**config.mk**
```make
export PLATFORM = sky130hd
export DESIGN_NAME = chdr_sc16_to_sc8_top
export DESIGN_NICKNAME = d
export VERILOG_FILES = /design/src/design/chdr_conv_pkg.sv /design/src/design/setting_reg.sv /design/src/design/axis_reg_slice.sv /design/src/design/chdr_16sc_to_8sc.sv /design/src/design/chdr_sc16_to_sc8_top.sv
export SDC_FILE = /design/constraint.sdc
export NUM_CORES = 1
export LEC_CHECK = 0
export ABC_AREA = 1
export BUFFER_PORTS_ARGS = -buffer_cell sky130_fd_sc_hd__buf_2
export CAP_MARGIN = 20
export CORE_ASPECT_RATIO = 1.75
export CORE_MARGIN = 3
export CORE_UTILIZATION = 45
export CTS_BUF_LIST = sky130_fd_sc_hd__clkbuf_16
export DETAILED_ROUTE_END_ITERATION = 6
export PLACE_DENSITY = 0.74
export SETUP_SLACK_MARGIN = 0.3
export SLEW_MARGIN = 5
export SYNTH_ARGS = -nofsm -noshare
export SYNTH_HDL_FRONTEND = slang
export SYNTH_HIERARCHICAL = 1
export SYNTH_SLANG_ARGS = --single-unit
export TNS_END_PERCENT = 20
```
**constraint.sdc**
```tcl
create_clock -name clk -period 5 [get_ports clk]
set_clock_uncertainty 0.05 [all_clocks]
set_input_delay 0.25 -clock clk [delete_from_list [all_inputs] [get_ports clk]]
set_output_delay 0.25 -clock clk [all_outputs]
set_load 0.02 [all_outputs]
```
**src/design/chdr_conv_pkg.sv**
```systemverilog
// chdr sc16 to sc8 converter shared definitions
// stream word types, settings bus, converter states and sample rounding
package chdr_conv_pkg;

   // one stream word and the sample formats packed inside it
   typedef logic [63:0] chdr_word_t;
   typedef logic [31:0] sc16_t;
   typedef logic [15:0] sc8_t;

   // header fields
   typedef logic [15:0] chdr_len_t;
   typedef logic [15:0] sid_addr_t;

   typedef struct packed {
      chdr_word_t tdata;
      logic       tlast;
   } axis_beat_t;

   typedef struct packed {
      logic        stb;
      logic [7:0]  addr;
      logic [31:0] data;
   } setting_bus_t;

   typedef enum logic [1:0] {
      HEADER = 2'd0,
      TIME   = 2'd1,
      ODD    = 2'd2,
      EVEN   = 2'd3
   } conv_state_e;

   // header flag for a timestamp word after the header
   localparam int HDR_HAS_TIME_BIT = 61;

   // round half up to 8 bits, clamp at +127 when a positive value wraps
   function automatic logic [7:0] round_sc16_to_sc8(input logic [15:0] comp);
      logic [15:0] sum;
      sum = comp + 16'd128;
      if (!comp[15] && sum[15]) begin
         return 8'h7f;
      end
      return sum[15:8];
   endfunction

endpackage

```
**src/design/setting_reg.sv**
```systemverilog
// settings register
// loads the low data bits of the settings bus on a strobe to its address
`timescale 1ns/1ps

module setting_reg #(
   parameter logic [7:0] ADDR  = 8'h00,
   parameter int         WIDTH = 32
) (
   input  logic                       clk,
   input  logic                       reset,
   input  chdr_conv_pkg::setting_bus_t i_set,
   output logic [WIDTH-1:0]           o_value
);

   logic hit;

   assign hit = i_set.stb && (i_set.addr == ADDR);

   always_ff @(posedge clk) begin
      if (reset) begin
         o_value <= '0;
      end else if (hit) begin
         o_value <= i_set.data[WIDTH-1:0];
      end
   end

endmodule

```
**src/design/axis_reg_slice.sv**
```systemverilog
// stream register slice
// one registered stage plus a skid entry, full rate with registered ready
`timescale 1ns/1ps

module axis_reg_slice (
   input  logic                      clk,
   input  logic                      reset,
   input  chdr_conv_pkg::axis_beat_t i_beat,
   input  logic                      i_valid,
   output logic                      o_ready,
   output chdr_conv_pkg::axis_beat_t o_beat,
   output logic                      o_valid,
   input  logic                      i_ready
);

   chdr_conv_pkg::axis_beat_t main_beat;
   chdr_conv_pkg::axis_beat_t skid_beat;
   logic                      main_valid;
   logic                      skid_valid;
   logic                      in_fire;
   logic                      main_load;

   // skid entry only fills while the output is stalled
   assign o_ready   = !skid_valid;
   assign in_fire   = i_valid && o_ready;
   assign main_load = !main_valid || i_ready;

   always_ff @(posedge clk) begin
      if (reset) begin
         main_valid <= 1'b0;
         skid_valid <= 1'b0;
      end else if (main_load) begin
         // skid drains first to keep order
         main_valid <= skid_valid || in_fire;
         skid_valid <= 1'b0;
      end else if (in_fire) begin
         skid_valid <= 1'b1;
      end
   end

   always_ff @(posedge clk) begin
      if (main_load) begin
         if (skid_valid) begin
            main_beat <= skid_beat;
         end else if (in_fire) begin
            main_beat <= i_beat;
         end
      end else if (in_fire) begin
         skid_beat <= i_beat;
      end
   end

   assign o_beat  = main_beat;
   assign o_valid = main_valid;

endmodule

```
**src/design/chdr_16sc_to_8sc.sv**
```systemverilog
// chdr sc16 to sc8 converter
// rounds samples to 8 bits, packs two payload lines into one,
// rewrites the header length and optionally swaps the stream id
`timescale 1ns/1ps

module chdr_16sc_to_8sc #(
   parameter logic [7:0] BASE = 8'h00
) (
   input  logic                        clk,
   input  logic                        reset,
   input  chdr_conv_pkg::setting_bus_t i_set,
   input  chdr_conv_pkg::axis_beat_t   i_beat,
   input  logic                        i_valid,
   output logic                        o_ready,
   output chdr_conv_pkg::axis_beat_t   o_beat,
   output logic                        o_valid,
   input  logic                        i_ready
);

   chdr_conv_pkg::conv_state_e state;
   chdr_conv_pkg::chdr_word_t  hold_word;
   chdr_conv_pkg::chdr_word_t  out_word;

   logic [16:0]                sid_cfg;
   logic                       sid_enable;
   chdr_conv_pkg::sid_addr_t   new_dst;
   chdr_conv_pkg::sid_addr_t   old_dst;

   logic                       has_time;
   chdr_conv_pkg::chdr_len_t   hdr_bytes;
   chdr_conv_pkg::chdr_len_t   in_len;
   chdr_conv_pkg::chdr_len_t   out_len;

   logic                       in_fire;
   logic [31:0]                cur_packed;
   logic [31:0]                hold_packed;

   // rounds both samples of one line into 32 bits
   function automatic logic [31:0] pack_line(input chdr_conv_pkg::chdr_word_t w);
      chdr_conv_pkg::sc16_t s0;
      chdr_conv_pkg::sc16_t s1;
      chdr_conv_pkg::sc8_t  r0;
      chdr_conv_pkg::sc8_t  r1;
      s0 = w[63:32];
      s1 = w[31:0];
      r0 = {chdr_conv_pkg::round_sc16_to_sc8(s0[31:16]),
            chdr_conv_pkg::round_sc16_to_sc8(s0[15:0])};
      r1 = {chdr_conv_pkg::round_sc16_to_sc8(s1[31:16]),
            chdr_conv_pkg::round_sc16_to_sc8(s1[15:0])};
      return {r0, r1};
   endfunction

   // enable in bit 16, new destination below
   setting_reg #(
      .ADDR  (BASE),
      .WIDTH (17)
   ) new_dst_reg (
      .clk     (clk),
      .reset   (reset),
      .i_set   (i_set),
      .o_value (sid_cfg)
   );

   assign sid_enable = sid_cfg[16];
   assign new_dst    = sid_cfg[15:0];
   assign old_dst    = i_beat.tdata[15:0];

   // length fields only mean something on the header word
   assign has_time  = i_beat.tdata[chdr_conv_pkg::HDR_HAS_TIME_BIT];
   assign hdr_bytes = has_time ? 16'd16 : 16'd8;
   assign in_len    = i_beat.tdata[47:32];
   assign out_len   = hdr_bytes + ((in_len - hdr_bytes) >> 1);

   assign in_fire = i_valid && o_ready;

   always_ff @(posedge clk) begin
      if (reset) begin
         state <= chdr_conv_pkg::HEADER;
      end else if (in_fire) begin
         case (state)
            chdr_conv_pkg::HEADER: begin
               if (i_beat.tlast) begin
                  state <= chdr_conv_pkg::HEADER;
               end else if (has_time) begin
                  state <= chdr_conv_pkg::TIME;
               end else begin
                  state <= chdr_conv_pkg::ODD;
               end
            end
            chdr_conv_pkg::TIME: begin
               state <= i_beat.tlast ? chdr_conv_pkg::HEADER : chdr_conv_pkg::ODD;
            end
            chdr_conv_pkg::ODD: begin
               state <= i_beat.tlast ? chdr_conv_pkg::HEADER : chdr_conv_pkg::EVEN;
            end
            chdr_conv_pkg::EVEN: begin
               state <= i_beat.tlast ? chdr_conv_pkg::HEADER : chdr_conv_pkg::ODD;
            end
            default: begin
               state <= chdr_conv_pkg::HEADER;
            end
         endcase
      end
   end

   // previous accepted word, the odd line is paired with the next one
   always_ff @(posedge clk) begin
      if (in_fire) begin
         hold_word <= i_beat.tdata;
      end
   end

   assign cur_packed  = pack_line(i_beat.tdata);
   assign hold_packed = pack_line(hold_word);

   always_comb begin
      case (state)
         chdr_conv_pkg::HEADER: begin
            if (sid_enable) begin
               out_word = {i_beat.tdata[63:48], out_len, old_dst, new_dst};
            end else begin
               out_word = {i_beat.tdata[63:48], out_len, i_beat.tdata[31:0]};
            end
         end
         chdr_conv_pkg::TIME: begin
            out_word = i_beat.tdata;
         end
         // last line of an odd count, lower half is don't care
         chdr_conv_pkg::ODD: begin
            out_word = {cur_packed, hold_packed};
         end
         chdr_conv_pkg::EVEN: begin
            out_word = {hold_packed, cur_packed};
         end
         default: begin
            out_word = i_beat.tdata;
         end
      endcase
   end

   assign o_beat.tdata = out_word;
   assign o_beat.tlast = i_beat.tlast;

   // odd lines are swallowed into the hold register unless they end the packet
   assign o_valid = i_valid && ((state != chdr_conv_pkg::ODD) || i_beat.tlast);
   assign o_ready = i_ready || ((state == chdr_conv_pkg::ODD) && !i_beat.tlast);

endmodule

```
**src/design/chdr_sc16_to_sc8_top.sv**
```systemverilog
// chdr sc16 to sc8 top level
// input register slice, converter, output register slice
`timescale 1ns/1ps

module chdr_sc16_to_sc8_top #(
   parameter logic [7:0] SR_BASE = 8'h00
) (
   input  logic                        clk,
   input  logic                        reset,

   // sc16 stream in
   input  chdr_conv_pkg::chdr_word_t   i_tdata,
   input  logic                        i_tlast,
   input  logic                        i_tvalid,
   output logic                        o_tready_in,

   // sc8 stream out
   output chdr_conv_pkg::chdr_word_t   o_tdata,
   output logic                        o_tlast,
   output logic                        o_tvalid,
   input  logic                        i_tready_out,

   input  chdr_conv_pkg::setting_bus_t i_set
);

   chdr_conv_pkg::axis_beat_t in_beat;
   chdr_conv_pkg::axis_beat_t conv_in_beat;
   logic                      conv_in_valid;
   logic                      conv_in_ready;
   chdr_conv_pkg::axis_beat_t conv_out_beat;
   logic                      conv_out_valid;
   logic                      conv_out_ready;
   chdr_conv_pkg::axis_beat_t out_beat;

   assign in_beat.tdata = i_tdata;
   assign in_beat.tlast = i_tlast;

   axis_reg_slice slice_in (
      .clk     (clk),
      .reset   (reset),
      .i_beat  (in_beat),
      .i_valid (i_tvalid),
      .o_ready (o_tready_in),
      .o_beat  (conv_in_beat),
      .o_valid (conv_in_valid),
      .i_ready (conv_in_ready)
   );

   chdr_16sc_to_8sc #(
      .BASE (SR_BASE)
   ) conv (
      .clk     (clk),
      .reset   (reset),
      .i_set   (i_set),
      .i_beat  (conv_in_beat),
      .i_valid (conv_in_valid),
      .o_ready (conv_in_ready),
      .o_beat  (conv_out_beat),
      .o_valid (conv_out_valid),
      .i_ready (conv_out_ready)
   );

   axis_reg_slice slice_out (
      .clk     (clk),
      .reset   (reset),
      .i_beat  (conv_out_beat),
      .i_valid (conv_out_valid),
      .o_ready (conv_out_ready),
      .o_beat  (out_beat),
      .o_valid (o_tvalid),
      .i_ready (i_tready_out)
   );

   assign o_tdata = out_beat.tdata;
   assign o_tlast = out_beat.tlast;

endmodule

```
==> results, run 1 <==
- The endpoint kind of the worst setup timing path is a flip-flop.
- 0 antenna diodes ended up in the layout.
- The number of vias in the routed layout is 12100.
- The power density over the cells is 321 nW/um^2.
- By area the synthesized netlist is led by edfxtp_1 (58%), nand2_1 (16%), nand3_1 (3.4%).
- The biggest area contributor in the post-synthesis netlist is edfxtp_1.
- Synthesis produced 1613 cells.
- The area growth from synthesis to final layout is 18.5%.
- After clock tree synthesis, the clock-pin slew on the worst setup and hold paths is 70 ps.
- Buffers placed on the I/O ports in this run total 161.
- The later-pin clock latency in the skew report is 560 ps.
- The number of antenna violations at the first check in global routing came to 0.
- The proportion of power drawn by combinational gates is 11.5%.
- Setup violations remaining at the end of the flow were counted as 0.
- Summed over all cells, the static leakage comes to 7.59 nW.
- After synthesis, the mean cell area works out to 9.57 um^2.
- The normalized max-slew margin is 44.9%.
- The overall power of the completed layout is 0.00587 W.
- The share of flip-flops with an asynchronous set or reset after synthesis is 0%.
- The flip-flop and latch count after synthesis is 319.
- For this configuration, the core starts out at a cell density of 45.7%.
- The worst path buffer plus inverter count is 2.
- The pin count of the biggest net entering global routing is 69.
- The worst setup path is launched from a flip-flop.
- The total stage count of the critical path is 13.
- The layout has 2974 filler cells.
- The number of max-slew violations in the final report is 0.
- The internal reg-to-reg setup slack is 1470 ps.
- For this run the aggregate overflow at the end of global routing stands at 0.
- The data arrival at the endpoint of the critical path is 3790 ps.
- The type of the most critical hold path is input port to flip-flop.
- The worst reg2reg path endpoint is slice_out/o_beat[40].
- In the final layout, the share of cells above drive strength 1 is 15.4%.
- Walking the worst path, the cells encountered are inv_1, ha_1, inv_1, fa_1, ha_1, fa_1, nand3_2, nor2_2, or2_2, nand3_1, o2111ai_1, nand2_1, nand2_1.
- The final net count is 1964.
- TritonCTS built the clock tree.
- The slowest stage cell on the critical path is edfxtp_1.
- Counting along the longest clock path gives a buffer depth of 3.
- The root buffer cell is clkbuf_16.
- The total core area is 33700 um^2.
- The first global-routing pass estimated 62400 um of wire.
- The main flop type after synthesis is edfxtp_1.
- The net count of the mapped netlist is 1739.
- The worst hold path was traced through 2 stages.
- Based on the critical path, the design can be clocked at up to 283 MHz.
- Sequential elements use 60.6% of the synthesized area.
- The number of clock buffers inserted by TritonCTS is 28.
- The post-detailed-route via-to-cell ratio is 5.24.
- The sum of routed wire length over all layers is 40800 um.
- The flow ran to the end, and the final reports show no timing, DRC or antenna violations.
- Yosys instantiated no cell more often than nand2_1.
- The critical path is of the flip-flop to flip-flop type.
- The last weighted congestion value of the routability-driven placer is 0.986.
- By count the netlist is led by nand2_1 (649), edfxtp_1 (296), nand3_1 (106).
- The count of cells resized by post-cts repair is 0.
- The violation count after the first detailed-routing iteration is 674.
- The critical path required time is 5260 ps.
- The die covers 36600 um^2.
- The critical hold path startpoint is reset.
- The setup TNS is 0 ps.
- Detailed placement ended at an HPWL of 29700 um.
- The portion of total power attributed to the clock network is 35.4%.
- The total routing usage reported by global routing is 21.6%.
- The final standard cell utilization of the core is 54.2%.
- Yosys mapped the design onto 45 distinct sky130hd cell types.
- In this run the number of H-tree levels came out at 1.
- The count of maximum capacitance violations is 0.
- The share of power burned in registers is 53.1%.
- At the pin with the least slew margin, the transition time is 825 ps.
- The maximum fanout encountered on the critical timing path is 8.
- The post-synthesis cell area is 15400 um^2.
- The worst hold margin is 51.7 ps.
- The terminating pin of the worst hold path is conv/state[1].
- On the critical path the largest part of the delay comes from adder cells.
- The power spent charging and discharging nets is 0.00144 W.
- Setup repair after global routing left no endpoint under its margin.
- The number of hold buffers added after cts is 84.
- The number of cells on the worst reg-to-reg path is 13.
- The synthesized design contains 296 enable-type register cells.
- The worst reg2reg path startpoint is slice_in/o_beat[62].
- Summed over its instances, the top area cell type makes up 57.6% of the synthesized netlist area.
- The fraction of power spent switching nets is 24.5%.
- The number of global-route vias before repair is 11500.
- In this design, the stage delay of the slowest critical-path cell is 630 ps.
- The first detailed-routing pass ran for 5 iterations.
- The number of placement rows is 89.
- The die height is 251 um.
- The number of remaining DRC errors is 0.
- The worst path uses 70.7% of the clock period.
- The routed length per instance is 17.6 um.
- For this design, the sink count on the clock tree is 319.
- The number of post-CTS setup repair buffers is 0.
- In this run the count of I/O pins placed on the die edge is 177.
- The post-layout minimum cycle time is 3530 ps.
- The count of endpoints failing hold in the final timing report is 0.
- The post-route antenna net violation count is 0.
- The total internal power is 0.00444 W.
- The warning count from the yosys run is 6.
- The x dimension of the die is 146 um.
- Across the VDD grid, the largest voltage drop is 0.276 mV.
[sequential cells by signal, summed over array words and instances (netlist names)]
| register | count |
|---|---|
| conv/new_dst_reg/o_value | 17 |
| conv/hold_word | 36 |
| conv/state | 2 |
| slice_out/o_beat | 65 |
| slice_in/o_valid | 1 |
| slice_out/skid_beat | 65 |
| slice_in/o_beat | 65 |
| slice_in/skid_valid | 1 |
| slice_in/skid_beat | 65 |
| slice_out/skid_valid | 1 |
| slice_out/o_valid | 1 |
[placed cells by master, fill, tap and decap left out, types with 10 or more instances in the layout]
cell,Yosys,layout
a21oi_1,29,27
a22oi_1,12,12
buf_2,19,161
buf_4,8,13
clkbuf_16,0,29
dfxtp_1,23,21
dlygate4sd3_1,0,84
edfxtp_1,296,296
ha_1,14,14
inv_1,93,103
inv_2,13,13
nand2_1,649,649
nand2_2,10,10
nand3_1,106,106
nand4_1,19,19
nor2_1,84,82
nor2_2,15,14
nor2_4,7,10
o2111ai_1,25,25
o21ai_0,69,69
[through the flow]
stage / worst slack [ps] / cell area [um^2] / std cells
after floorplan: 420 / 15400 / 1613
after global placement: 1570 / 16500 / 2178
after detailed placement: 1520 / 16500 / 2178
after CTS: 1500 / 18300 / 2314
after global routing: 1230 / 18300 / 2315
final: 1470 / 18300 / 2315
[routing by layer]
metal / track usage (%) / vias up / share of wire, %
li1: - / 5896 / -
met1: 26.5 / 5724 / 39
met2: 38.1 / 407 / 51
met3: 1.82 / 113 / 4.5
met4: 11.4 / 0 / 5.6
met5: 0 / - / 0
[power by group through the flow]
stage                     logic, W  clock network [W]  registers, W
final                     0.000676            0.00208       0.00312
after global placement    0.000603                  0       0.00317
after floorplan           0.000352                  0       0.00319
after CTS                 0.000669            0.00213       0.00312
after global routing      0.000743            0.00223       0.00312
after detailed placement  0.000617                  0       0.00317
[worst max path at each step]
stage	start	end	slack, ps
2_1_floorplan	conv/state[1]	slice_out/o_beat[0]	420
3_3_place_gp	slice_in/o_beat[62]	slice_out/o_beat[47]	1570
3_5_place_dp	slice_in/o_beat[62]	slice_out/o_beat[40]	1520
4_1_cts	slice_in/o_beat[62]	slice_out/o_beat[40]	1500
5_1_grt	slice_in/o_beat[62]	slice_out/o_beat[45]	1230
6_report	slice_in/o_beat[62]	slice_out/o_beat[40]	1470
[cell type report]
class	count	area, um^2	area share (%)
tap	455	569	3.11
clock inverter	23	160	0.876
inverter	108	405	2.22
clock buffer	29	726	3.97
multi-input combinational	1122	5310	29.0
timing repair buffer	259	1760	9.65
sequential	319	9350	51.1
[cell families (layout without fill, tap and decap cells)]
kind of cell / after synthesis / count (layout) / synth area share [%]
buffers and inverters: 172 / 419 / 5.29
AOI/OAI and AO/OA: 157 / 157 / 6.13
adders and majority gates: 16 / 16 / 1.39
xor gates and xnor gates: 10 / 10 / 0.568
and+or+nand+nor: 939 / 939 / 26.0
DFF: 319 / 319 / 60.6
Note: power is estimated with default switching activity, not from simulation.
==> run 2: changes to the inputs <==
--- a/config.mk
+++ b/config.mk
@@ -5,7 +5,7 @@
 export SDC_FILE = /design/constraint.sdc
 export NUM_CORES = 1
 export LEC_CHECK = 0
-export ABC_AREA = 1
+export ABC_AREA = 0
 export BUFFER_PORTS_ARGS = -buffer_cell sky130_fd_sc_hd__buf_2
 export CAP_MARGIN = 20
 export CORE_ASPECT_RATIO = 1.75
==> constraint.sdc (replaced) <==
create_clock -name clk -period 3 [get_ports clk]
set_clock_uncertainty 0.05 [all_clocks]
set_input_delay 0.15 -clock clk [delete_from_list [all_inputs] [get_ports clk]]
set_output_delay 0.15 -clock clk [all_outputs]
set_load 0.02 [all_outputs]
==> run 2 against run 1 <==
Against the previous run: the run now ends with setup timing left; power is 71% higher; largest cell class unchanged; synthesized cell count fell by 30%; cell count is 19% lower; critical endpoint is now slice_out/o_beat[43]; combinational power rose by 76%; count of clock-buffer cells in the layout unchanged.
==> results, run 2 <==
- The launch point of the critical path is slice_in/o_beat[36].
- The fraction of power spent switching nets is 23.2% (-1.3 points).
- The sum of net half-perimeters after detailed placement is 27900 um (-6.0%).
- The stage delay of the slowest cell on the critical path is 410 ps (-220 ps).
- The number of placement rows is 88 (-1.1%).
- The fmax is 309 MHz (+9.2%).
- The cell leakage power came to 6.71 nW (-12%).
- Leaving out fill and tap cells, the most frequent cells in the layout are edfxtp_1 (296), buf_2 (161), mux2_2 (137), dlygate4sd3_1 (84), nand2_1 (66).
- The total internal power is 0.00771 W (+74%).
- The net count of the mapped netlist is 1256 (-28%).
- The final non-filler cell area is 19000 um^2 (+4.0%).
- The flip-flop and latch count after synthesis is 319 (unchanged).
- The post-detailed-route via-to-cell ratio was 5.44 (+3.8%).
- The violation count after the first detailed-routing iteration is 837 (+24%).
- The power spent charging and discharging nets is 0.00233 W (+62%).
- The worst setup path is captured at a flip-flop.
- The count of maximum capacitance violations is 0 (unchanged).
- The maximum fanout encountered on the critical timing path is 3 (-5).
- The later-pin clock latency in the skew report is 550 ps (about the same).
- The worst-margin pin slew is 1060 ps (+236 ps).
- The number of levels the H-tree was split into is 1 (unchanged).
- The clock-pin slew of the registers on the worst-case setup and hold paths is 70 ps (about the same).
- Setup repair after global routing could not meet its margin everywhere.
- The proportion of power drawn by combinational gates was 11.8% (+0.3 points).
- The sum of routed wire length over all layers is 38300 um (-6.1%).
- In the synthesized netlist, the cells that appear most often are edfxtp_1 (296), mux2_2 (138), nand2_1 (66).
- The setup TNS is -853 ps (-853 ps).
- The CTS tree is yes.
- The share of cells above drive strength 1 is 34.2% (+19 points).
- The cell type group with the largest total delay on the critical path is adder cells.
- The area after detailed placement is 17000 um^2 (+2.9%).
- The die height came to 250 um (-0.30%).
- The share of power burned in registers is 51.6% (-1.5 points).
- The number of I/O port buffers is 161 (unchanged).
- The top-area cell type share of the netlist area is 58.0% (+0.36 points).
- In this run the critical register-to-register path is captured at slice_out/o_beat[43].
- The average size of a mapped cell is 13.6 um^2 (+42%).
- The synthesized design spends more area on one cell type than any other, namely edfxtp_1.
- The sequential element share of the synthesized area came to 61.0% (+0.38 points).
- The routed length per instance is 20.3 um (+15%).
- The number of vias in the routed layout is 10300 (-16%).
- The critical path is of the flip-flop to flip-flop type.
- The library cell with the highest instance count after synthesis is edfxtp_1.
- On the critical path, the stage with the largest delay is an instance of edfxtp_1.
- The min-delay analysis places its worst path in the category input port to flip-flop.
- The critical path required time is 3260 ps (-2000 ps).
- The number of global-route vias before repair is 10500 (-9.2%).
- The normalized max-slew margin is 28.7% (-16 points).
- The area growth from synthesis to final layout is 24.0%.
- The share of flip-flops with an asynchronous set or reset after synthesis came to 0% (unchanged).
- The post-layout minimum cycle time was 3240 ps (-297 ps).
- The total core area came to 33300 um^2 (-1.4%).
- The overall die area is 36400 um^2 (-0.59%).
- The number of remaining DRC errors came to 0 (unchanged).
- In this design, the critical path's most frequently occurring cell is inv_2.
- The last weighted congestion value of the routability-driven placer is 0.974 (-1.2%).
- The detailed-router iteration count before antenna repair is 5 (unchanged).
- The signal on the critical path passes through inv_2, ha_4, inv_2, fa_2, xnor2_2, ha_1, a21o_1, o2111ai_2, o31a_2, mux2_4, o22ai_2, xnor2_1, a221oi_2, mux2_2.
- The worst reg2reg path startpoint is slice_in/o_beat[36].
- After synthesis, the cell types taking the most area are edfxtp_1 (58%), mux2_2 (10%), dfxtp_1 (3.0%).
- The minimum setup slack in the final design was -236 ps (-1700 ps).
- The number of diodes is 0 (unchanged).
- The critical hold path startpoint is i_set[34].
- The warning count from the yosys run is 6 (unchanged).
- The post-synthesis cell area is 15300 um^2 (-0.62%).
- The number of sinks on the clock net is 319 (unchanged).
- The number of standard cells after synthesis is 1130 (-30%).
- The data arrival at the endpoint of the critical path is 3490 ps (-300 ps).
- The power density over the cells is 528 nW/um^2 (+64%).
- The final net count is 1538 (-22%).
- The number of antenna violations at the first check in global routing is 0 (unchanged).
- In the synthesized netlist the dominant register cell turns out to be edfxtp_1.
- The period utilization is 108% (+37 points).
- The cell count of the worst reg-to-reg path is 14 (+1).
- The x dimension of the die is 146 um (-0.29%).
- The count of endpoints failing hold in the final timing report is 0 (unchanged).
- The terminating pin of the worst hold path is conv/new_dst_reg/o_value[14].
- The most common cell after layout, fill and taps aside is edfxtp_1.
- The final reports fail on setup timing.
- The run finished, with violations left.
- The total routing usage reported by global routing is 20.6% (-1.0 points).
- The number of max-slew violations in the final report is 0 (unchanged).
- The internal reg-to-reg setup slack was -240 ps (-1700 ps).
- The wire length of the first global-routing pass is 59200 um (-5.2%).
- The maximum clock insertion buffer count is 3 (unchanged).
- The post-route antenna net violation count is 0 (unchanged).
- The worst-case vdd ir drop is 0.392 mV (+42%).
- The post-synthesis cell type count is 71 (+58%).
- The number of cells traversed by the worst hold path was 4 (+2).
- STA classifies the critical path startpoint as a flip-flop.
- The portion of total power attributed to the clock network came to 36.6% (+1.2 points).
- The cell sitting at the root of the clock tree is a clkbuf_16.
- The number of clock buffers inserted by TritonCTS came to 28 (unchanged).
- The effective utilization at floorplan is 46.1% (+0.39 points).
- The overflow left after global routing is 0 (unchanged).
- The worst path buffer plus inverter count is 2 (unchanged).
- The number of primary I/O pins is 177 (unchanged).
- The pin count of the biggest net entering global routing is 96 (+39%).
- The number of setup violations in the final report is 8 (+8).
- The number of enable flip-flop cells after synthesis is 296 (unchanged).
[run 2: changes by cell type after synthesis, sizes merged, moves of 27 or more]
| cell | previous run | this run |
|---|---|---|
| nand2b | 0 | 40 |
| nand3 | 115 | 48 |
| mux2 | 0 | 151 |
| mux2i | 0 | 33 |
| xnor2 | 5 | 32 |
| inv | 106 | 17 |
| nand2 | 661 | 66 |
| nor2 | 107 | 47 |
[run 2: kinds of logic after synthesis]
group / synth area share (%)
fa+ha+maj: 1.40
mux: 14.7
buf+inv: 2.81
simple gates: 8.79
xor+xnor: 3.31
compound gates: 8.00
flops: 61.0
[run 2: tightest hold or removal path, cell delays in order]
cell	delay (ps)
buf_2	100
nor4_4	40
buf_4	210
mux2i_1	140
[run 2: stage by stage]
| stage | total power, W | util, % | hold WS, ps | setup WS (ps) | std cells |
|---|---|---|---|---|---|
| 6_report | 0.0100 | 57.2 | 95.4 | -236 | 1884 |
| 3_3_place_gp | 0.00631 | 51.2 | 294 | -230 | 1737 |
| 2_1_floorplan | 0.00589 | - | 169 | -371 | 1130 |
| 5_1_grt | 0.0104 | 57.2 | 120 | -355 | 1884 |
| 4_1_cts | 0.0101 | 56.9 | 70.8 | -206 | 1882 |
| 3_5_place_dp | 0.00633 | 51.2 | 294 | -264 | 1737 |
[run 2: power by group through the flow]
stage                     sequential (W)  combinational, W  clock, W
after global placement           0.00527           0.00104         0
after floorplan                  0.00531          0.000578         0
after detailed placement         0.00528           0.00106         0
after global routing             0.00519           0.00128   0.00389
after CTS                        0.00518           0.00117   0.00374
final                            0.00518           0.00119   0.00368
[run 2: layout make-up]
class | count | area, um^2
timing repair buffer | 322 | 2350
multi-input combinational | 724 | 5740
clock inverter | 23 | 215
fill | 2766 | 14200
inverter | 17 | 63.8
tap | 450 | 563
clock buffer | 29 | 726
sequential | 319 | 9360
[run 2: repair_timing]
item / CTS / global route
hold endpoints to repair: 151 / 0
resized for setup: 14 / 20
hold buffers: 84 / 0
buffers inserted: 9 / 2
setup endpoints to repair: 22 / 24
pin swaps: 10 / 9
[run 2: layer usage]
layer / global-route usage [%] / vias up / part of all wire, %
met5: 0 / - / 0
met4: 10.5 / 0 / 5.5
met3: 2.15 / 86 / 4.7
met2: 36.6 / 353 / 51
met1: 24.7 / 4969 / 38
li1: - / 4849 / -
[run 2: worst max path at each step]
stage	depth (start not counted)	endpoint	slack (ps)
after floorplan	14	slice_out/o_beat[43]	-370
after CTS	13	slice_out/o_beat[43]	-210
after global placement	14	slice_out/o_beat[43]	-230
final	14	slice_out/o_beat[43]	-240
after detailed placement	13	slice_out/o_beat[43]	-260
after global routing	14	slice_out/o_beat[43]	-350
